--- config.mk ---
export PLATFORM = sky130hd
export DESIGN_NAME = executeCluster
export DESIGN_NICKNAME = d
export VERILOG_FILES = /design/src/hdl/execPkg.sv /design/src/hdl/aluCore.sv /design/src/hdl/executeLane.sv /design/src/hdl/issueUnit.sv /design/src/hdl/resultCollector.sv /design/src/hdl/executeCluster.sv
export VERILOG_INCLUDE_DIRS = /design/src /design/src/include
export SDC_FILE = /design/constraint.sdc
export NUM_CORES = 1
export LEC_CHECK = 0
export BUFFER_PORTS_ARGS = -buffer_cell sky130_fd_sc_hd__buf_2
export CAP_MARGIN = 20
export CORE_MARGIN = 10
export CORE_UTILIZATION = 40
export DETAILED_ROUTE_END_ITERATION = 7
export GPL_ROUTABILITY_DRIVEN = 0
export HOLD_SLACK_MARGIN = 0.08
export PLACE_DENSITY_LB_ADDON = 0.08
export RECOVER_POWER = 50
export SETUP_SLACK_MARGIN = 0.4
export SLEW_MARGIN = 20
export SYNTH_ARGS = -nofsm -noshare
export SYNTH_HDL_FRONTEND = slang
export SYNTH_SLANG_ARGS = --single-unit
--- constraint.sdc ---
create_clock -name clk -period 17.74 [get_ports clk]
set_input_delay 2.661 -clock clk [delete_from_list [all_inputs] [get_ports clk]]
set_output_delay 2.661 -clock clk [all_outputs]
set_load 0.02 [all_outputs]
--- src/include/exec_params.svh ---
// Execute cluster parameters
// Widths, lane count, opcodes and ALU operation codes
`ifndef EXEC_PARAMS_SVH
`define EXEC_PARAMS_SVH

`define DATA_W      16
`define NUM_LANES   4
`define LANE_IDX_W  $clog2(`NUM_LANES)

// Immediate format opcodes
`define OP_ADDI     5'b01000
`define OP_SUBI     5'b01001
`define OP_XORI     5'b01010
`define OP_ANDNI    5'b01011
`define OP_ROLI     5'b10100
`define OP_SLLI     5'b10101
`define OP_RORI     5'b10110
`define OP_SRLI     5'b10111

// Register format opcodes
`define OP_BTR      5'b11001
`define OP_SHIFT_R  5'b11010
`define OP_ALU_R    5'b11011
`define OP_SEQ      5'b11100
`define OP_SLT      5'b11101
`define OP_SLE      5'b11110
`define OP_SCO      5'b11111

// ALU operations, shifts in the lower half
`define ALU_ROL     3'b000
`define ALU_SLL     3'b001
`define ALU_ROR     3'b010
`define ALU_SRL     3'b011
`define ALU_ADD     3'b100
`define ALU_OR      3'b101
`define ALU_XOR     3'b110
`define ALU_AND     3'b111

`endif

--- src/hdl/execPkg.sv ---
// Execute cluster types
// Instruction word seen as either the register or the immediate format
package execPkg;

    // Register format, func picks the operation within an opcode
    typedef struct packed {
        logic [4:0] opcode;
        logic [2:0] rs;
        logic [2:0] rt;
        logic [2:0] rd;
        logic [1:0] func;
    } rFmt_t;

    // Immediate format with a five bit immediate
    typedef struct packed {
        logic [4:0] opcode;
        logic [2:0] rs;
        logic [2:0] rd;
        logic [4:0] imm;
    } iFmt_t;

    typedef union packed {
        rFmt_t rFmt;
        iFmt_t iFmt;
    } instrWord_u;

endpackage

--- src/hdl/aluCore.sv ---
// ALU core
// Add with carry-in, logic ops, shifts and rotates on optionally inverted operands
`timescale 1ns/100ps
`include "exec_params.svh"

module aluCore (
    input  logic [`DATA_W-1:0] a,
    input  logic [`DATA_W-1:0] b,
    input  logic [2:0]         oper,
    input  logic               invA,
    input  logic               invB,
    input  logic               cin,
    output logic [`DATA_W-1:0] result,
    output logic               zero,
    output logic               ltz,
    output logic               ofl,
    output logic               cout
);

    logic [`DATA_W-1:0]   opA;
    logic [`DATA_W-1:0]   opB;
    logic [`DATA_W:0]     sum;
    logic [3:0]           shAmt;
    logic [2*`DATA_W-1:0] rolWide;
    logic [2*`DATA_W-1:0] rorWide;
    logic                 addOfl;

    assign opA   = invA ? ~a : a;
    assign opB   = invB ? ~b : b;
    assign shAmt = b[3:0];

    assign sum = {1'b0, opA} + {1'b0, opB} + {{`DATA_W{1'b0}}, cin};

    // Signed overflow when both operands agree in sign and the sum does not
    assign addOfl = (opA[`DATA_W-1] == opB[`DATA_W-1]) &&
                    (sum[`DATA_W-1] != opA[`DATA_W-1]);

    // Rotates through a doubled copy of the operand
    assign rolWide = {opA, opA} << shAmt;
    assign rorWide = {opA, opA} >> shAmt;

    always_comb begin
        case (oper)
            `ALU_ROL: result = rolWide[2*`DATA_W-1:`DATA_W];
            `ALU_SLL: result = opA << shAmt;
            `ALU_ROR: result = rorWide[`DATA_W-1:0];
            `ALU_SRL: result = opA >> shAmt;
            `ALU_ADD: result = sum[`DATA_W-1:0];
            `ALU_OR:  result = opA | opB;
            `ALU_XOR: result = opA ^ opB;
            default:  result = opA & opB;
        endcase
    end

    assign zero = (result == '0);
    assign ofl  = (oper == `ALU_ADD) && addOfl;
    assign cout = sum[`DATA_W];

    // True sign of the sum, the result sign flips back on overflow
    assign ltz = (oper == `ALU_ADD) ? (sum[`DATA_W-1] ^ addOfl) : result[`DATA_W-1];

endmodule

--- src/hdl/executeLane.sv ---
// Execute lane
// Decodes one instruction, runs it through the ALU and holds the result until released
`timescale 1ns/100ps
`include "exec_params.svh"

module executeLane import execPkg::*; (
    input  logic               clk,
    input  logic               rstN,
    input  logic               start,
    input  instrWord_u         instr,
    input  logic [`DATA_W-1:0] data1,
    input  logic [`DATA_W-1:0] data2,
    input  logic               releaseLane,
    output logic               full,
    output logic [`DATA_W-1:0] result,
    output logic               zero,
    output logic               ltz,
    output logic               err
);

    logic [4:0]         opcode;
    logic [`DATA_W-1:0] sextImm;
    logic [`DATA_W-1:0] zextImm;
    logic [`DATA_W-1:0] shiftImm;
    logic [`DATA_W-1:0] opB;
    logic [`DATA_W-1:0] btrVal;
    logic [2:0]         aluOper;
    logic               aluInvA;
    logic               aluInvB;
    logic               aluCin;
    logic               chkOfl;
    logic               illegal;
    logic [`DATA_W-1:0] aluResult;
    logic               aluZero;
    logic               aluLtz;
    logic               aluOfl;
    logic               aluCout;
    logic [`DATA_W-1:0] finalResult;
    logic               finalErr;

    assign opcode   = instr.rFmt.opcode;
    assign sextImm  = {{(`DATA_W-5){instr.iFmt.imm[4]}}, instr.iFmt.imm};
    assign zextImm  = {{(`DATA_W-5){1'b0}}, instr.iFmt.imm};
    assign shiftImm = {{(`DATA_W-4){1'b0}}, instr.iFmt.imm[3:0]};

    // Operation and operand select
    always_comb begin
        aluOper = `ALU_ADD;
        aluInvA = 1'b0;
        aluInvB = 1'b0;
        aluCin  = 1'b0;
        opB     = data2;
        chkOfl  = 1'b0;
        illegal = 1'b0;
        case (opcode)
            `OP_ADDI: begin
                opB    = sextImm;
                chkOfl = 1'b1;
            end
            // B - A as ~A + B + 1
            `OP_SUBI: begin
                opB     = sextImm;
                aluInvA = 1'b1;
                aluCin  = 1'b1;
                chkOfl  = 1'b1;
            end
            `OP_XORI: begin
                opB     = zextImm;
                aluOper = `ALU_XOR;
            end
            `OP_ANDNI: begin
                opB     = zextImm;
                aluOper = `ALU_AND;
                aluInvB = 1'b1;
            end
            `OP_ROLI, `OP_SLLI, `OP_RORI, `OP_SRLI: begin
                opB     = shiftImm;
                aluOper = {1'b0, opcode[1:0]};
            end
            `OP_SHIFT_R: aluOper = {1'b0, instr.rFmt.func};
            `OP_ALU_R: begin
                case (instr.rFmt.func)
                    2'b00: chkOfl = 1'b1;
                    2'b01: begin
                        aluInvA = 1'b1;
                        aluCin  = 1'b1;
                        chkOfl  = 1'b1;
                    end
                    2'b10: aluOper = `ALU_XOR;
                    default: begin
                        aluOper = `ALU_AND;
                        aluInvB = 1'b1;
                    end
                endcase
            end
            // Compares run A - B and read the flags
            `OP_SEQ, `OP_SLT, `OP_SLE: begin
                aluInvB = 1'b1;
                aluCin  = 1'b1;
            end
            `OP_SCO, `OP_BTR: ;
            default: illegal = 1'b1;
        endcase
    end

    aluCore u_aluCore (
        .a      (data1),
        .b      (opB),
        .oper   (aluOper),
        .invA   (aluInvA),
        .invB   (aluInvB),
        .cin    (aluCin),
        .result (aluResult),
        .zero   (aluZero),
        .ltz    (aluLtz),
        .ofl    (aluOfl),
        .cout   (aluCout)
    );

    always_comb begin
        for (int i = 0; i < `DATA_W; i++) begin
            btrVal[i] = data1[`DATA_W-1-i];
        end
    end

    // Final result, set instructions give a single bit
    always_comb begin
        case (opcode)
            `OP_BTR: finalResult = btrVal;
            `OP_SEQ: finalResult = {{(`DATA_W-1){1'b0}}, aluZero};
            `OP_SLT: finalResult = {{(`DATA_W-1){1'b0}}, aluLtz};
            `OP_SLE: finalResult = {{(`DATA_W-1){1'b0}}, aluZero | aluLtz};
            `OP_SCO: finalResult = {{(`DATA_W-1){1'b0}}, aluCout};
            default: finalResult = illegal ? '0 : aluResult;
        endcase
    end

    assign finalErr = illegal | (chkOfl & aluOfl);

    always_ff @(posedge clk) begin
        if (!rstN) begin
            full <= 1'b0;
        end else if (start) begin
            full <= 1'b1;
        end else if (releaseLane) begin
            full <= 1'b0;
        end
    end

    always_ff @(posedge clk) begin
        if (start) begin
            result <= finalResult;
            zero   <= (finalResult == '0);
            ltz    <= finalResult[`DATA_W-1];
            err    <= finalErr;
        end
    end

    // The issue unit only targets a free lane
    startWhileFull: assert property (@(posedge clk) disable iff (!rstN) start |-> !full);

endmodule

--- src/hdl/issueUnit.sv ---
// Issue unit
// Accepts instructions over the input four-phase handshake, round-robin over the lanes
`timescale 1ns/100ps
`include "exec_params.svh"

module issueUnit import execPkg::*; (
    input  logic                   clk,
    input  logic                   rstN,
    input  logic                   inReq,
    input  instrWord_u             inInstr,
    input  logic [`DATA_W-1:0]     inData1,
    input  logic [`DATA_W-1:0]     inData2,
    input  logic [`NUM_LANES-1:0]  laneFull,
    output logic                   inAck,
    output logic [`NUM_LANES-1:0]  laneStart,
    output instrWord_u             laneInstr,
    output logic [`DATA_W-1:0]     laneData1,
    output logic [`DATA_W-1:0]     laneData2
);

    logic [`LANE_IDX_W-1:0] wrPtr;
    logic                   accept;

    // Take a new request only with ack low and a free target lane
    assign accept = inReq && !inAck && !laneFull[wrPtr];

    always_ff @(posedge clk) begin
        if (!rstN) begin
            inAck     <= 1'b0;
            laneStart <= '0;
            wrPtr     <= '0;
        end else begin
            laneStart <= '0;
            if (accept) begin
                inAck            <= 1'b1;
                laneStart[wrPtr] <= 1'b1;
                wrPtr <= (wrPtr == `LANE_IDX_W'(`NUM_LANES-1)) ? '0 : wrPtr + 1'b1;
            end else if (inAck && !inReq) begin
                inAck <= 1'b0;
            end
        end
    end

    // Operands travel with the start pulse
    always_ff @(posedge clk) begin
        if (accept) begin
            laneInstr <= inInstr;
            laneData1 <= inData1;
            laneData2 <= inData2;
        end
    end

    ackNeedsReq: assert property (@(posedge clk) disable iff (!rstN)
        $rose(inAck) |-> $past(inReq));
    startOneHot: assert property (@(posedge clk) disable iff (!rstN) $onehot0(laneStart));

endmodule

--- src/hdl/resultCollector.sv ---
// Result collector
// Drains full lanes in issue order onto the output four-phase handshake
`timescale 1ns/100ps
`include "exec_params.svh"

module resultCollector (
    input  logic                              clk,
    input  logic                              rstN,
    input  logic [`NUM_LANES-1:0]             laneFull,
    input  logic [`NUM_LANES-1:0][`DATA_W-1:0] laneResult,
    input  logic [`NUM_LANES-1:0]             laneZero,
    input  logic [`NUM_LANES-1:0]             laneLtz,
    input  logic [`NUM_LANES-1:0]             laneErr,
    input  logic                              outAck,
    output logic [`NUM_LANES-1:0]             laneRelease,
    output logic                              outReq,
    output logic [`DATA_W-1:0]                outResult,
    output logic                              outZero,
    output logic                              outLtz,
    output logic                              outErr
);

    logic [`LANE_IDX_W-1:0] rdPtr;
    logic                   launch;

    // Next result goes out once the sink has dropped its ack
    assign launch = !outReq && !outAck && laneFull[rdPtr];

    always_ff @(posedge clk) begin
        if (!rstN) begin
            outReq      <= 1'b0;
            laneRelease <= '0;
            rdPtr       <= '0;
        end else begin
            laneRelease <= '0;
            if (launch) begin
                outReq <= 1'b1;
            end else if (outReq && outAck) begin
                outReq             <= 1'b0;
                laneRelease[rdPtr] <= 1'b1;
                rdPtr <= (rdPtr == `LANE_IDX_W'(`NUM_LANES-1)) ? '0 : rdPtr + 1'b1;
            end
        end
    end

    always_ff @(posedge clk) begin
        if (launch) begin
            outResult <= laneResult[rdPtr];
            outZero   <= laneZero[rdPtr];
            outLtz    <= laneLtz[rdPtr];
            outErr    <= laneErr[rdPtr];
        end
    end

    outDataStable: assert property (@(posedge clk) disable iff (!rstN)
        outReq |=> (!outReq || $stable({outResult, outZero, outLtz, outErr})));

endmodule

--- src/hdl/executeCluster.sv ---
// Execute cluster top
// Issue unit feeding a set of execute lanes, drained in order by the collector
`timescale 1ns/100ps
`include "exec_params.svh"

module executeCluster import execPkg::*; (
    input  logic               clk,
    input  logic               rstN,
    input  logic               inReq,
    input  instrWord_u         inInstr,
    input  logic [`DATA_W-1:0] inData1,
    input  logic [`DATA_W-1:0] inData2,
    output logic               inAck,
    output logic               outReq,
    output logic [`DATA_W-1:0] outResult,
    output logic               outZero,
    output logic               outLtz,
    output logic               outErr,
    input  logic               outAck
);

    logic [`NUM_LANES-1:0]              laneStart;
    logic [`NUM_LANES-1:0]              laneFull;
    logic [`NUM_LANES-1:0]              laneRelease;
    logic [`NUM_LANES-1:0][`DATA_W-1:0] laneResult;
    logic [`NUM_LANES-1:0]              laneZero;
    logic [`NUM_LANES-1:0]              laneLtz;
    logic [`NUM_LANES-1:0]              laneErr;
    instrWord_u                         laneInstr;
    logic [`DATA_W-1:0]                 laneData1;
    logic [`DATA_W-1:0]                 laneData2;

    issueUnit u_issueUnit (
        .clk, .rstN, .inReq, .inInstr, .inData1, .inData2, .laneFull,
        .inAck, .laneStart, .laneInstr, .laneData1, .laneData2
    );

    for (genvar i = 0; i < `NUM_LANES; i++) begin : gLane
        executeLane u_executeLane (
            .clk         (clk),
            .rstN        (rstN),
            .start       (laneStart[i]),
            .instr       (laneInstr),
            .data1       (laneData1),
            .data2       (laneData2),
            .releaseLane (laneRelease[i]),
            .full        (laneFull[i]),
            .result      (laneResult[i]),
            .zero        (laneZero[i]),
            .ltz         (laneLtz[i]),
            .err         (laneErr[i])
        );
    end

    resultCollector u_resultCollector (
        .clk, .rstN, .laneFull, .laneResult, .laneZero, .laneLtz, .laneErr, .outAck,
        .laneRelease, .outReq, .outResult, .outZero, .outLtz, .outErr
    );

endmodule

== Yosys cells after proc, flatten, opt, wreduce, memory -nomap -nowiden ==
Cells that the tools add are included.

* Input port bits: 52
* Output and inout port bits: 21
* Register bits: 161
* Logic and storage cells: 167

* Bitwise logic cells: 12
* Mux-type cells: 47
* Reduce and logical (&&, ||, !) cells: 36
* $add $sub $neg: 4
* Equality and inequality tests: 27
* Shift-type cells: 4
* $lt $le $gt $ge: 4

{| class="wikitable"
|+ Operators with widths
! kind !! number
|-
| $pmux 16 s7 || 1
|-
| $pmux 16 s5 || 1
|-
| $mux 16 || 4
|-
| $eq 5x5->1 const B || 11
|-
| $pmux 16 s3 || 1
|-
| $bmux 16 s2 || 1
|-
| $logic_not 16->1 || 2
|-
| $not 16->16 || 2
|-
| $shl 32x4->32 || 1
|-
| $shr 32x4->16 || 1
|-
| $mux 1 || 24
|-
| $eq 5x4->1 const B || 4
|-
| $add 16x16->17 || 1
|-
| $add 17x1->17 || 1
|-
| $and 16x16->16 || 1
|-
| $or 16x16->16 || 1
|-
| $shl 16x4->16 || 1
|-
| $shr 16x4->16 || 1
|-
| $xor 16x16->16 || 1
|-
| $pmux 3 s5 || 1
|-
| $reduce_or 15->1 || 1
|-
| $reduce_bool 2->1 || 6
|-
| $reduce_or 4->1 || 3
|-
| $bmux 1 s2 || 5
|-
| 25 further kinds || 58
|}

== Logic depth before layout (Yosys ltp) ==
Gate-level depths: netlist of the first run.

* Depth after elaboration: 14
* Mapped depth: 29
* Depth with buffers taken out: 23

== Modules after synthesis ==
From an unflattened synthesis of the first run, not the netlist that was laid out.

* Cell total of the unflattened synthesis: 3,154
* Area total of the unflattened synthesis: 26,930.8 um^2

{| class="wikitable"
|+ By module, submodules not included
! module !! sequential area each (um^2) !! times used !! cells each !! area each (um^2)
|-
| aluCore at gLane[2].u_executeLane.u_aluCore ... || 0.0 || 2 || 657 || 4,793.3
|-
| aluCore at gLane[0].u_executeLane.u_aluCore ... || 0.0 || 2 || 618 || 4,657.0
|-
| executeLane || 560.5 || 4 || 113 || 1,221.2
|-
| issueUnit || 1,581.5 || 1 || 81 || 1,789.2
|-
| resultCollector || 710.7 || 1 || 71 || 1,356.3
|}

== Worst setup path after synthesis of the first run ==
Ideal clock, no wire load.

* Path type: input port to flip-flop
* From: in inReq
* To: reg u_issueUnit.wrPtr[0]
* Required time: 17.618 ns
* Path buffers: 0
* Setup time: 0.122 ns
* Cell stages on the path: 4
* Setup slack: 10.961 ns
* Data arrival time: 6.657 ns
* Path through: nand2b_1 -> a211oi_1 -> mux2i_1 -> nor2b_1

* Longest elaborated chain between the ends: 2

{| class="wikitable"
|+ Ends and longest elaborated chain
! item !! RTL line !! source
|-
| start, declared || executeCluster.sv:9 || <nowiki>input logic inReq,</nowiki>
|-
| $logic_and 1x1->1 (2 in series) || issueUnit.sv:25 || <nowiki>assign accept = inReq && !inAck && !laneFull[wrPtr];</nowiki>
|-
| via u_issueUnit.accept || issueUnit.sv:22 || <nowiki>logic accept;</nowiki>
|-
| end signal, assigned || issueUnit.sv:37 || <nowiki>wrPtr <= (wrPtr == `LANE_IDX_W'(`NUM_LANES-1)) ? '0 : wrPtr + 1'b1;</nowiki>
|-
| end, declared || issueUnit.sv:21 || <nowiki>logic [`LANE_IDX_W-1:0] wrPtr;</nowiki>
|}

The timed path passes the listed nets, and every way through them passes these cells.
A chain may end at the register's enable or synchronous reset.

== Final worst setup path of the first run ==
* From: reg u_issueUnit.laneInstr[11] (netlist bit)
* To: reg gLane[0].u_executeLane.zero, data pin

* Longest elaborated chain between the ends: 14
* Elaborated cells between the ends (all ways): 56
* Classes of those cells: add/sub: 2; eq/ne: 23; shift: 4; mux: 11; bitwise: 6; reduce/logical: 10

{| class="wikitable"
|+ Ends and longest elaborated chain
! item !! RTL line !! source
|-
| start, declared || issueUnit.sv:16 || <nowiki>output instrWord_u laneInstr,</nowiki>
|-
| start signal, assigned || issueUnit.sv:47 || <nowiki>laneInstr <= inInstr;</nowiki>
|-
| branches (longest 12 deep; another with $add 16x16->17) || n/a ||
|-
| $pmux 16 s5 * || executeLane.sv:128 || <nowiki>case (opcode)</nowiki>
|-
| via gLane[0].u_executeLane.finalResult[0] || executeLane.sv:38 || <nowiki>logic [`DATA_W-1:0] finalResult;</nowiki>
|-
| $logic_not 16->1 * || executeLane.sv:153 || <nowiki>zero <= (finalResult == '0);</nowiki>
|-
| end signal, assigned || executeLane.sv:153 ||
|-
| end, declared || executeLane.sv:16 || <nowiki>output logic zero,</nowiki>
|}

Mark *: on every way through the listed nets, which the timed path passes.

==> flow_metrics.py, run 1 <==
metrics = {
    "grt": {
        "grt_pass1_wl_mm": 51.94,
        "globalRouteOverflowTotal": 0,
        "grt_max_degree": 50,
        "grt_use_total_pct": 20.01,
        "grt_pass1_vias": 8663,
        "antenna_found_initial": 0,
    },
    "synth": {
        "ys_async_sr_fraction_pct": 0,
        "synthSimpleGateAreaFrac_pct": 14.72,
        "synth_edf_count": 132,
        "syn_area_per_cell_um2": 10.42,
        "synthMuxAreaShare_pct": 6.152,
        "synth_ff_type": "edfxtp_1",
        "syn_area_mm2": 0.01025,
        "synth_top_family_by_area": "compound AO/OA/AOI/OAI gates",
        "synth-adder-area-share_pct": 3.516,
        "synth_compound_area_share_pct": 27.12,
        "synth_fp_nets": 1063,
        "yosysWarnings": 0,
        "ys_seq_elements": 150,
        "synthDistinctLibCells": 92,
        "yosys.area_share.xor_xnor_pct": 1.709,
        "synth_seq_area_share_pct": 42.19,
        "netlist_instances": 984,
    },
    "pwr": {
        "p_switching_uw": 463.7,
        "switching_share_pct": 37.69,
        "clock_power_share_pct": 29.9,
        "leakage_nw": 4.080,
        "internal_power_uw": 766.6,
        "ir_drop_mv": 0.05799,
        "power_frac_comb_pct": 35.3,
        "pwr-share-seq_pct": 34.8,
        "p_per_area_mw_per_mm2": 107.3,
        "total_power_mw": 1.230,
    },
    "critical_path": {
        "arrival_ns": 7.84,
        "critPathCaptureType": "flip-flop",
        "r2r_start": "u_issueUnit.laneInstr[11]",
        "path_class": "flip-flop to flip-flop",
        "slowest_stage": "nand2_1",
        "rr_endpoint": "gLane[0].u_executeLane.zero",
        "cp_slowest_stage_delay_ns": 0.74,
        "critPathMaxFanout": 25,
        "worstPathRequired_ns": 17.88,
        "cpMostUsedCell": "a21oi_1",
        "reg2reg_slack_ns": 10.04,
        "path_cells": "nand4b_1 -> buf_4 -> a21o_1 -> nand2_1 -> xnor2_1 -> inv_1 -> fa_1 -> nor2b_1 -> o21a_1 -> o211ai_1 -> a21o_1 -> a21oi_1 -> nand3_1 -> a21oi_1 -> o21ai_0 -> nand2b_1 -> fa_1 -> a221o_1 -> a31oi_1 -> a21oi_1 -> a2111oi_0 -> nand4_1 -> o41ai_2 -> nor4_2",
        "worstRegToRegCells": 24,
        "critPathLaunchType": "flip-flop",
    },
    "status": {
        "violations": "max-capacitance violations, max-slew violations",
        "status": "finished, violations left",
    },
    "floorplanning": {
        "coreArea_mm2": 0.02518,
        "die_h_um": 180.1,
        "die-area_mm2": 0.03243,
        "initial_utilization_pct": 40.70,
        "die_x_um": 180.1,
        "pin_count": 73,
        "rows": 58,
    },
    "detailed_routing": {
        "wl_mm": 33.50,
        "dr_total_vias": 8884,
        "drc": 0,
        "drt_iter0_markers": 1166,
        "via_per_inst": 6.504,
        "postRouteAntennaNets": 0,
        "routedWlPerCell_um": 24.53,
        "drtPass1Iterations": 6,
    },
    "finish": {
        "final_common_cell": "edfxtp_1",
        "layout-drive-gt1-share_pct": 18.63,
        "seq_area_mm2": 0.004324,
        "fillCellCount": 2425,
        "final_nets": 1102,
        "final_cell_mix": "132 x edfxtp_1, 76 x nand2_1, 72 x nor2_1",
        "diodes": 0,
        "area_delta_synth_final_pct": 11.85,
        "multi_input_area_mm2": 0.005514,
    },
    "clock_tree": {
        "clk_latency_ns": 0.44,
        "root_buffer": "clkbuf_16",
        "cts_buffers": 17,
        "path_clk_slew_ns": 0.07,
        "clk_path_buf_depth": 2,
        "hold_buffers": 0,
        "cts-htree-levels": 4,
        "cts_tree": "done",
        "postCtsResizedCells": 0,
        "clkSinkCount": 150,
        "cts_setup_buffers": 0,
    },
    "worst_hold_path": {
        "hold_path_class": "flip-flop to flip-flop",
        "whs_path_depth": 2,
        "hold_path_end": "u_issueUnit.inAck",
        "hp-start": "u_issueUnit.inAck",
    },
    "run": {
        "max-cap-violations": 1,
    },
    "sta": {
        "hold_viol": 0,
        "finalCriticalPeriod_ns": 7.700,
        "fmax_mhz": 129.9,
        "setup_violations": 0,
        "drv_slew": 25,
        "rsz0062_at_grt": "no",
        "setup_tns_ns": 0,
        "max_slew_margin_pct": -26.13,
        "finalCritPeriodShare_pct": 43.41,
        "skew_ns": 0.01937,
        "tightest_slew_ns": 1.892,
    },
    "placed_design": {
        "hpwl_mm": 24.08,
        "io_buffer_count": 66,
    },
}
-- cells in the mapped netlist, drive strengths merged (8+ instances only) --
cell | n | area [um^2]
a22oi | 12 | 108.9
nand4 | 10 | 62.56
edfxtp | 132 | 3964
a221oi | 21 | 221.5
a211oi | 14 | 105.1
nor2b | 20 | 125.1
dfxtp | 18 | 360.4
buf | 48 | 270.3
nor3b | 8 | 70.06
nor4 | 13 | 108.9
ha | 24 | 300.3
nor3 | 18 | 100.1
clkbuf | 28 | 106.4
and3 | 12 | 75.07
nand3 | 13 | 70.07
mux2 | 10 | 112.6
o22ai | 36 | 231.5
inv | 25 | 93.84
nor2 | 72 | 270.3
o31ai | 8 | 60.06
mux2i | 9 | 90.09
a31oi | 14 | 87.58
mux4 | 19 | 427.9
o211ai | 13 | 97.59
nand2 | 77 | 291.5
nand2b | 10 | 62.56
a21oi | 36 | 180.2
a311oi | 15 | 150.1
o21a | 20 | 150.1
o311ai | 11 | 131.4
o21ai | 52 | 264.0
o221ai | 9 | 78.83
and2 | 13 | 81.33
a21o | 13 | 97.59
xor2 | 14 | 122.6
a2111oi | 27 | 261.5
-- layer usage --
layer / global-route usage (%) / part of all wire, %
met5: 0 / 0
met4: 9.154 / 4.3
met3: 3.353 / 7.2
met2: 32.29 / 47
met1: 25.77 / 41
-- area by class of cell --
type / count / area share, %
timing repair buffer: 96 / 4.824
clock buffer: 19 / 3.776
multi-input combinational: 733 / 48.10
inverter: 25 / 0.8185
tap: 330 / 3.601
clock inverter: 13 / 1.168
sequential: 150 / 37.72
-- worst max-delay path: cells and delay by family, from the launching register on --
family / cells / cell delay (ns)
AO/OA/AOI/OAI: 12 / 3.32
AND/OR/NAND/NOR: 7 / 1.74
adder cells (fa/ha/maj): 2 / 0.90
flip-flops: 1 / 0.63
XOR/XNOR: 1 / 0.44
buffers and inverters: 2 / 0.32
-- registers in the layout, summed over array words and instances, names as in the netlist, 4 cells and up --
signal,flops
gLane.u_executeLane.result,62
u_issueUnit.laneData1,16
u_issueUnit.laneData2,16
u_resultCollector.outResult,16
u_issueUnit.laneInstr,10
gLane.u_executeLane.err,4
gLane.u_executeLane.full,4
gLane.u_executeLane.zero,4
u_issueUnit.laneStart,4
u_resultCollector.laneRelease,4
-- kinds of logic (layout without fill, tap and decap cells) --
kind of cell	count (synthesis)	count (layout)
AO/OA/AOI/OAI	359	359
XOR/XNOR	20	20
flip-flops	150	150
buffers and inverters	101	153
adder cells (fa/ha/maj)	27	27
AND/OR/NAND/NOR	289	289
multiplexers	38	38
-- how the worst max path moves through the flow --
stage	start	endpoint	slack, ns
2_1_floorplan	inReq	u_issueUnit.wrPtr[0]	10.96
3_3_place_gp	u_issueUnit.laneInstr[11]	gLane[0].u_executeLane.zero	10.08
3_5_place_dp	u_issueUnit.laneInstr[11]	gLane[0].u_executeLane.zero	10.10
4_1_cts	u_issueUnit.laneInstr[11]	gLane[0].u_executeLane.zero	10.06
5_1_grt	u_issueUnit.laneInstr[11]	gLane[1].u_executeLane.zero	9.49
6_report	u_issueUnit.laneInstr[11]	gLane[0].u_executeLane.zero	10.04
-- power groups by stage --
stage          combinational, mW  sequential, mW  clock [mW]
5_1_grt                    0.466           0.431       0.392
4_1_cts                    0.420           0.429       0.378
3_3_place_gp               0.418           0.436           0
2_1_floorplan              0.298           0.432           0
6_report                   0.434           0.428       0.368
3_5_place_dp               0.417           0.436           0
-- metrics by stage --
stage	hold WS (ns)	utilization (%)	setup WS, ns	cells	area, um^2
4_1_cts	0.5293	45.47	10.06	1365	11450
3_3_place_gp	0.5029	43.20	10.08	1333	10880
3_5_place_dp	0.5142	43.22	10.10	1333	10880
2_1_floorplan	0.4991	-	10.96	984	10250
6_report	0.5243	45.53	10.04	1366	11460
5_1_grt	0.5532	45.53	9.494	1366	11460
No activity file was read; power rests on OpenSTA's default activity.
==> run 2, diff against run 1 <==
==> constraint.sdc (replaced) <==
create_clock -name clk -period 7.7 [get_ports clk]
set_input_delay 1.155 -clock clk [delete_from_list [all_inputs] [get_ports clk]]
set_output_delay 1.155 -clock clk [all_outputs]
set_load 0.02 [all_outputs]
==> run 2 against run 1 <==
  * The run now ends clean
  * Sequential power grew 130%
  * Combinational power grew 130%
  * Final cell count grew 0.22%
  * Setup slack lost 8.9 ns
  * Critical path depth shrank 1
  * Worst hold slack lost 0.0057 ns
  * Global-route usage shrank 0.44 points
  * Non-clock buffer count grew 3
  * Sequential cell count is the same
  * Fmax grew 17%
  * Largest power group unchanged
==> flow_metrics.py, run 2 (synthesized netlist as in run 1, its figures left out) <==
metrics = {
    "status": {
        "status": "finished, final reports clean",
    },
    "sta": {
        "hold_viol": 0,
        "finalCritPeriodShare_pct": 85.52,
        "tightest_slew_ns": 1.323,
        "drv_slew": 0,
        "rsz0062_at_grt": "no",
        "skew_ns": 0.01688,
        "whs_ns": 0.5185,
        "setup_violations": 0,
        "fmax_mhz": 151.9,
        "max_slew_margin_pct": 11.82,
        "setup_tns_ns": 0,
        "finalCriticalPeriod_ns": 6.585,
    },
    "finish": {
        "multi_input_area_mm2": 0.005517,
        "largest-register": "gLane.u_executeLane.result",
        "diodes": 0,
        "final_nets": 1105,
        "largest_register_ffs": 62,
        "layout.cells.non_filler": 1369,
        "final_util_pct": 45.60,
        "final_common_cell": "edfxtp_1",
        "seq_area_mm2": 0.004324,
        "area_delta_synth_final_pct": 12.02,
        "fillCellCount": 2365,
        "final_cell_mix": "132 x edfxtp_1, 76 x nand2_1, 72 x nor2_1",
        "layout-drive-gt1-share_pct": 18.86,
    },
    "critical_path": {
        "worstPathRequired_ns": 7.84,
        "critPathMaxFanout": 13,
        "slowest_stage": "nor3b_4",
        "cp_slowest_stage_delay_ns": 0.68,
        "cp.buffers_inverters": 2,
        "cpMostUsedCell": "a21oi_1",
        "path_class": "flip-flop to flip-flop",
        "arrival_ns": 6.72,
        "path_cells": "buf_4 -> nor3b_4 -> a221oi_1 -> nor2_1 -> inv_1 -> fa_1 -> nor2b_1 -> o21a_1 -> o211ai_1 -> a21o_1 -> a21oi_1 -> nand3_1 -> a21oi_1 -> o21ai_0 -> nand2b_1 -> fa_1 -> a221o_1 -> a31oi_1 -> a21oi_1 -> a2111oi_0 -> nand4_1 -> o41ai_2 -> nor4_2",
        "critPathLaunchType": "flip-flop",
        "critPathCaptureType": "flip-flop",
        "critPathTopFamily": "compound AO/OA/AOI/OAI gates",
    },
    "detailed_routing": {
        "drc": 0,
        "routedLengthMet1_mm": 13.67,
        "wl_met3_mm": 2.215,
        "highest_layer": "met4",
        "via_per_inst": 6.410,
        "dr_total_vias": 8775,
        "drt_iter0_markers": 1024,
        "wl_mm": 32.85,
        "drtPass1Iterations": 6,
        "wl_met2_mm": 15.26,
        "postRouteAntennaNets": 0,
        "routedWlPerCell_um": 23.99,
    },
    "floorplanning": {
        "initial_utilization_pct": 40.70,
        "coreArea_mm2": 0.02518,
        "die_x_um": 180.1,
        "rows": 58,
        "die-area_mm2": 0.03243,
        "pin_count": 73,
        "die_h_um": 180.1,
    },
    "clock_tree": {
        "clk_latency_ns": 0.43,
        "cts_buffers": 17,
        "postCtsResizedCells": 0,
        "clkSinkCount": 150,
        "clk_path_buf_depth": 2,
        "cts_tree": "done",
        "cts-htree-levels": 4,
        "hold_buffers": 0,
        "root_buffer": "clkbuf_16",
        "cts_setup_buffers": 0,
        "path_clk_slew_ns": 0.07,
    },
    "pwr": {
        "total_power_mw": 2.804,
        "ir_drop_mv": 0.1160,
        "p_per_area_mw_per_mm2": 244.2,
        "leakage_nw": 4.092,
    },
    "grt": {
        "grt_max_degree": 50,
        "grt_pass1_vias": 8597,
        "globalRouteOverflowTotal": 0,
        "grt_use_total_pct": 19.58,
        "grt_pass1_wl_mm": 50.72,
        "antenna_found_initial": 0,
    },
    "placed_design": {
        "dp.cells": 1337,
        "hpwl_mm": 24.06,
        "io_buffer_count": 66,
    },
    "run": {
        "max-cap-violations": 0,
    },
    "worst_hold_path": {
        "hold_path_class": "flip-flop to flip-flop",
    },
}
-- run 2: cell types whose count changed in the layout (fill, tap and decap cells not counted), moves of 2 or more --
cell       delta
buf_4         +4
a2111oi_0     +3
a2111oi_1     -3
clkbuf_1      -2
clkinv_1      +2
-- run 2: final timing paths --
path / startpoint / end / slack, ns / cells past startpoint
worst max-delay path: u_issueUnit.laneInstr[12] / gLane[0].u_executeLane.zero / 1.12 / 23
worst min-delay path: u_issueUnit.inAck / u_issueUnit.inAck / 0.52 / 2
worst max register to register: u_issueUnit.laneInstr[12] / gLane[0].u_executeLane.zero / 1.12 / 23
worst min register to register: u_issueUnit.inAck / u_issueUnit.inAck / 0.52 / 2
-- run 2: metal layers --
metal  track usage, %  up-vias
met2            31.40      397
li1                 -     4050
met4            10.01        0
met1            24.69     4249
met3            3.735       79
met5                0        -
-- run 2: tightest hold or removal path, cell delays in order, from the launching register on --
cell	delay, ns
dfxtp_1	0.31
a21oi_1	0.11
nor2b_1	0.05
-- run 2: where the power goes --
part / switching [mW] / leakage (nW) / total, mW / internal [mW]
clock network: 0.372 / 0.274 / 0.825 / 0.452
registers: 0.0319 / 1.38 / 0.985 / 0.953
logic: 0.637 / 2.44 / 0.994 / 0.357
total: 1.04 / 4.09 / 2.80 / 1.76
-- run 2: area by class of cell --
type                    instances  area share, %
multi-input cells             733          48.04
flip-flops and latches        150          37.66
repair buffers                 99          4.947
clock buffers                  17          3.705
well taps                     330          3.596
clock inverters                15          1.231
inverters                      25         0.8173
-- run 2: per-stage QoR --
step	setup WS, ns	area [um^2]
finish	1.115	11480
global route	0.6611	11480
CTS	0.8629	11480
detailed placement	0.9350	10910
global placement	0.9785	10910
floorplan	1.107	10250
==> run 3, diff against run 2 <==
--- a/config.mk
+++ b/config.mk
@@ -14,7 +14,7 @@
 export GPL_ROUTABILITY_DRIVEN = 0
 export HOLD_SLACK_MARGIN = 0.08
 export PLACE_DENSITY_LB_ADDON = 0.08
-export RECOVER_POWER = 50
+export RECOVER_POWER = 25
 export SETUP_SLACK_MARGIN = 0.4
 export SLEW_MARGIN = 20
 export SYNTH_ARGS = -nofsm -noshare
==> run 3 against run 2 <==
  * Global-route usage unchanged
  * Core utilization about the same
  * Sequential share of layout area about the same
  * Final cell count did not move
  * Setup slack better by 0.0056 ns
  * Non-clock buffer count unchanged
  * Count of clock-buffer cells in the layout unchanged
  * Clock power about the same
  * Largest cell class unchanged
==> flow_metrics.py, run 3 (synthesized netlist as in run 1, its figures left out) <==
metrics = {
    "status": {
        "status": "finished, final reports clean",
    },
    "grt": {
        "antenna_found_initial": 0,
        "grt_use_total_pct": 19.58,
        "grt_pass1_vias": 8597,
        "grt_max_degree": 50,
        "grt_pass1_wl_mm": 50.72,
        "globalRouteOverflowTotal": 0,
    },
    "critical_path": {
        "critPathCaptureType": "flip-flop",
        "worstPathRequired_ns": 7.84,
        "critPathMaxFanout": 12,
        "cp_slowest_stage_delay_ns": 0.69,
        "critPathLaunchType": "flip-flop",
        "path_cells": "and3b_1 -> a221oi_1 -> nor2_1 -> inv_1 -> fa_1 -> nor2b_1 -> o21a_1 -> o211ai_1 -> a21o_1 -> a21oi_1 -> nand3_1 -> a21oi_1 -> o21ai_0 -> nand2b_1 -> fa_1 -> a221o_1 -> a31oi_1 -> a21oi_1 -> a2111oi_0 -> nand4_1 -> o41ai_2 -> nor4_2",
        "slowest_stage": "and3b_1",
        "arrival_ns": 6.72,
        "path_class": "flip-flop to flip-flop",
        "cpMostUsedCell": "a21oi_1",
    },
    "finish": {
        "final_util_pct": 45.65,
        "diodes": 0,
        "largest-register": "gLane.u_executeLane.result",
        "final_common_cell": "edfxtp_1",
        "layout.cells.non_filler": 1369,
        "final_cell_mix": "132 x edfxtp_1, 76 x nand2_1, 72 x nor2_1",
        "layout-drive-gt1-share_pct": 19.15,
        "area_delta_synth_final_pct": 12.15,
        "largest_register_ffs": 62,
        "fillCellCount": 2362,
        "final_nets": 1105,
    },
    "worst_hold_path": {
        "hold_path_class": "flip-flop to flip-flop",
    },
    "run": {
        "max-cap-violations": 0,
    },
    "detailed_routing": {
        "dr_total_vias": 8797,
        "drc": 0,
        "via_per_inst": 6.426,
        "postRouteAntennaNets": 0,
        "drtPass1Iterations": 8,
        "drt_iter0_markers": 1007,
        "routedWlPerCell_um": 24.02,
        "wl_mm": 32.88,
    },
    "floorplanning": {
        "pin_count": 73,
        "coreArea_mm2": 0.02518,
        "initial_utilization_pct": 40.70,
        "die_h_um": 180.1,
        "die_x_um": 180.1,
        "rows": 58,
        "die-area_mm2": 0.03243,
    },
    "sta": {
        "finalCriticalPeriod_ns": 6.579,
        "skew_ns": 0.01745,
        "rsz0062_at_grt": "no",
        "max_slew_margin_pct": 19.62,
        "drv_slew": 0,
        "setup_tns_ns": 0,
        "fmax_mhz": 152.0,
        "setup_violations": 0,
        "hold_viol": 0,
        "finalCritPeriodShare_pct": 85.44,
        "tightest_slew_ns": 1.175,
    },
    "clock_tree": {
        "cts_setup_buffers": 0,
        "path_clk_slew_ns": 0.07,
        "clk_path_buf_depth": 2,
        "clkSinkCount": 150,
        "cts_tree": "done",
        "clk_latency_ns": 0.43,
        "cts_buffers": 17,
        "cts-htree-levels": 4,
        "root_buffer": "clkbuf_16",
    },
    "placed_design": {
        "io_buffer_count": 66,
        "hpwl_mm": 24.06,
        "dp.cells": 1337,
    },
    "pwr": {
        "ir_drop_mv": 0.1161,
        "p_per_area_mw_per_mm2": 244.0,
        "leakage_nw": 4.103,
    },
}
[run 3: changes by cell type in the layout (fill, tap and decap cells not counted)]
cell and change:
nor3b_2 +1, clkbuf_1 -2, buf_4 +2, nor3b_1 -1
[run 3: power by group]
group | internal [mW] | leakage, nW | total [mW] | switching (mW)
clock network | 0.453 | 0.274 | 0.825 | 0.373
logic | 0.357 | 2.45 | 0.995 | 0.638
registers | 0.953 | 1.38 | 0.985 | 0.0318
[run 3: repair_timing]
item                                    CTS  global route
resized for setup                         0             1
hold buffers                              0             0
endpoints found under the setup margin    0             4
[run 3: worst paths after layout]
path                                  from                     endpoint  slack [ns]  cells after the start
setup / recovery  u_issueUnit.laneInstr[1]  gLane[0].u_executeLane.zero        1.12                     22
hold / removal           u_issueUnit.inAck            u_issueUnit.inAck        0.52                      2
setup reg to reg  u_issueUnit.laneInstr[1]  gLane[0].u_executeLane.zero        1.12                     22
hold reg to reg          u_issueUnit.inAck            u_issueUnit.inAck        0.52                      2
[run 3: metal layers]
layer  wire length [um]  GRT usage (%)  part of all wire (%)
met1              13710          24.69                    42
met2              15340          31.40                    47
met3               2206          3.735                   6.7
met4               1621          10.01                   4.9
met5                  0              0                     0
[run 3: worst max-delay path: cells and delay by family (launching register included)]
family          cells  cell delay (ns)
buf+inv             1             0.12
fa+ha+maj           2             0.95
simple gates        7             1.75
compound gates     12             2.89
flops               1             0.56
[run 3: final cells by class]
cell class	instances	area [um^2]	share of cell area (%)
multi-input cells	733	5522	48.04
inverters	25	93.84	0.8164
flip-flops and latches	150	4324	37.62
repair buffers	99	575.6	5.007
clock inverters	15	141.4	1.230
well taps	330	412.9	3.592
clock buffers	17	425.4	3.701
[run 3: through the flow]
step	total power, mW	hold WS, ns	area (um^2)	worst slack (ns)
5_1_grt	2.950	0.5678	11490	0.6611
6_report	2.805	0.5185	11490	1.121
2_1_floorplan	1.682	0.4991	10250	1.107
3_5_place_dp	1.970	0.5103	10910	0.9350
4_1_cts	2.806	0.5228	11480	0.8629
3_3_place_gp	1.972	0.5033	10910	0.9785
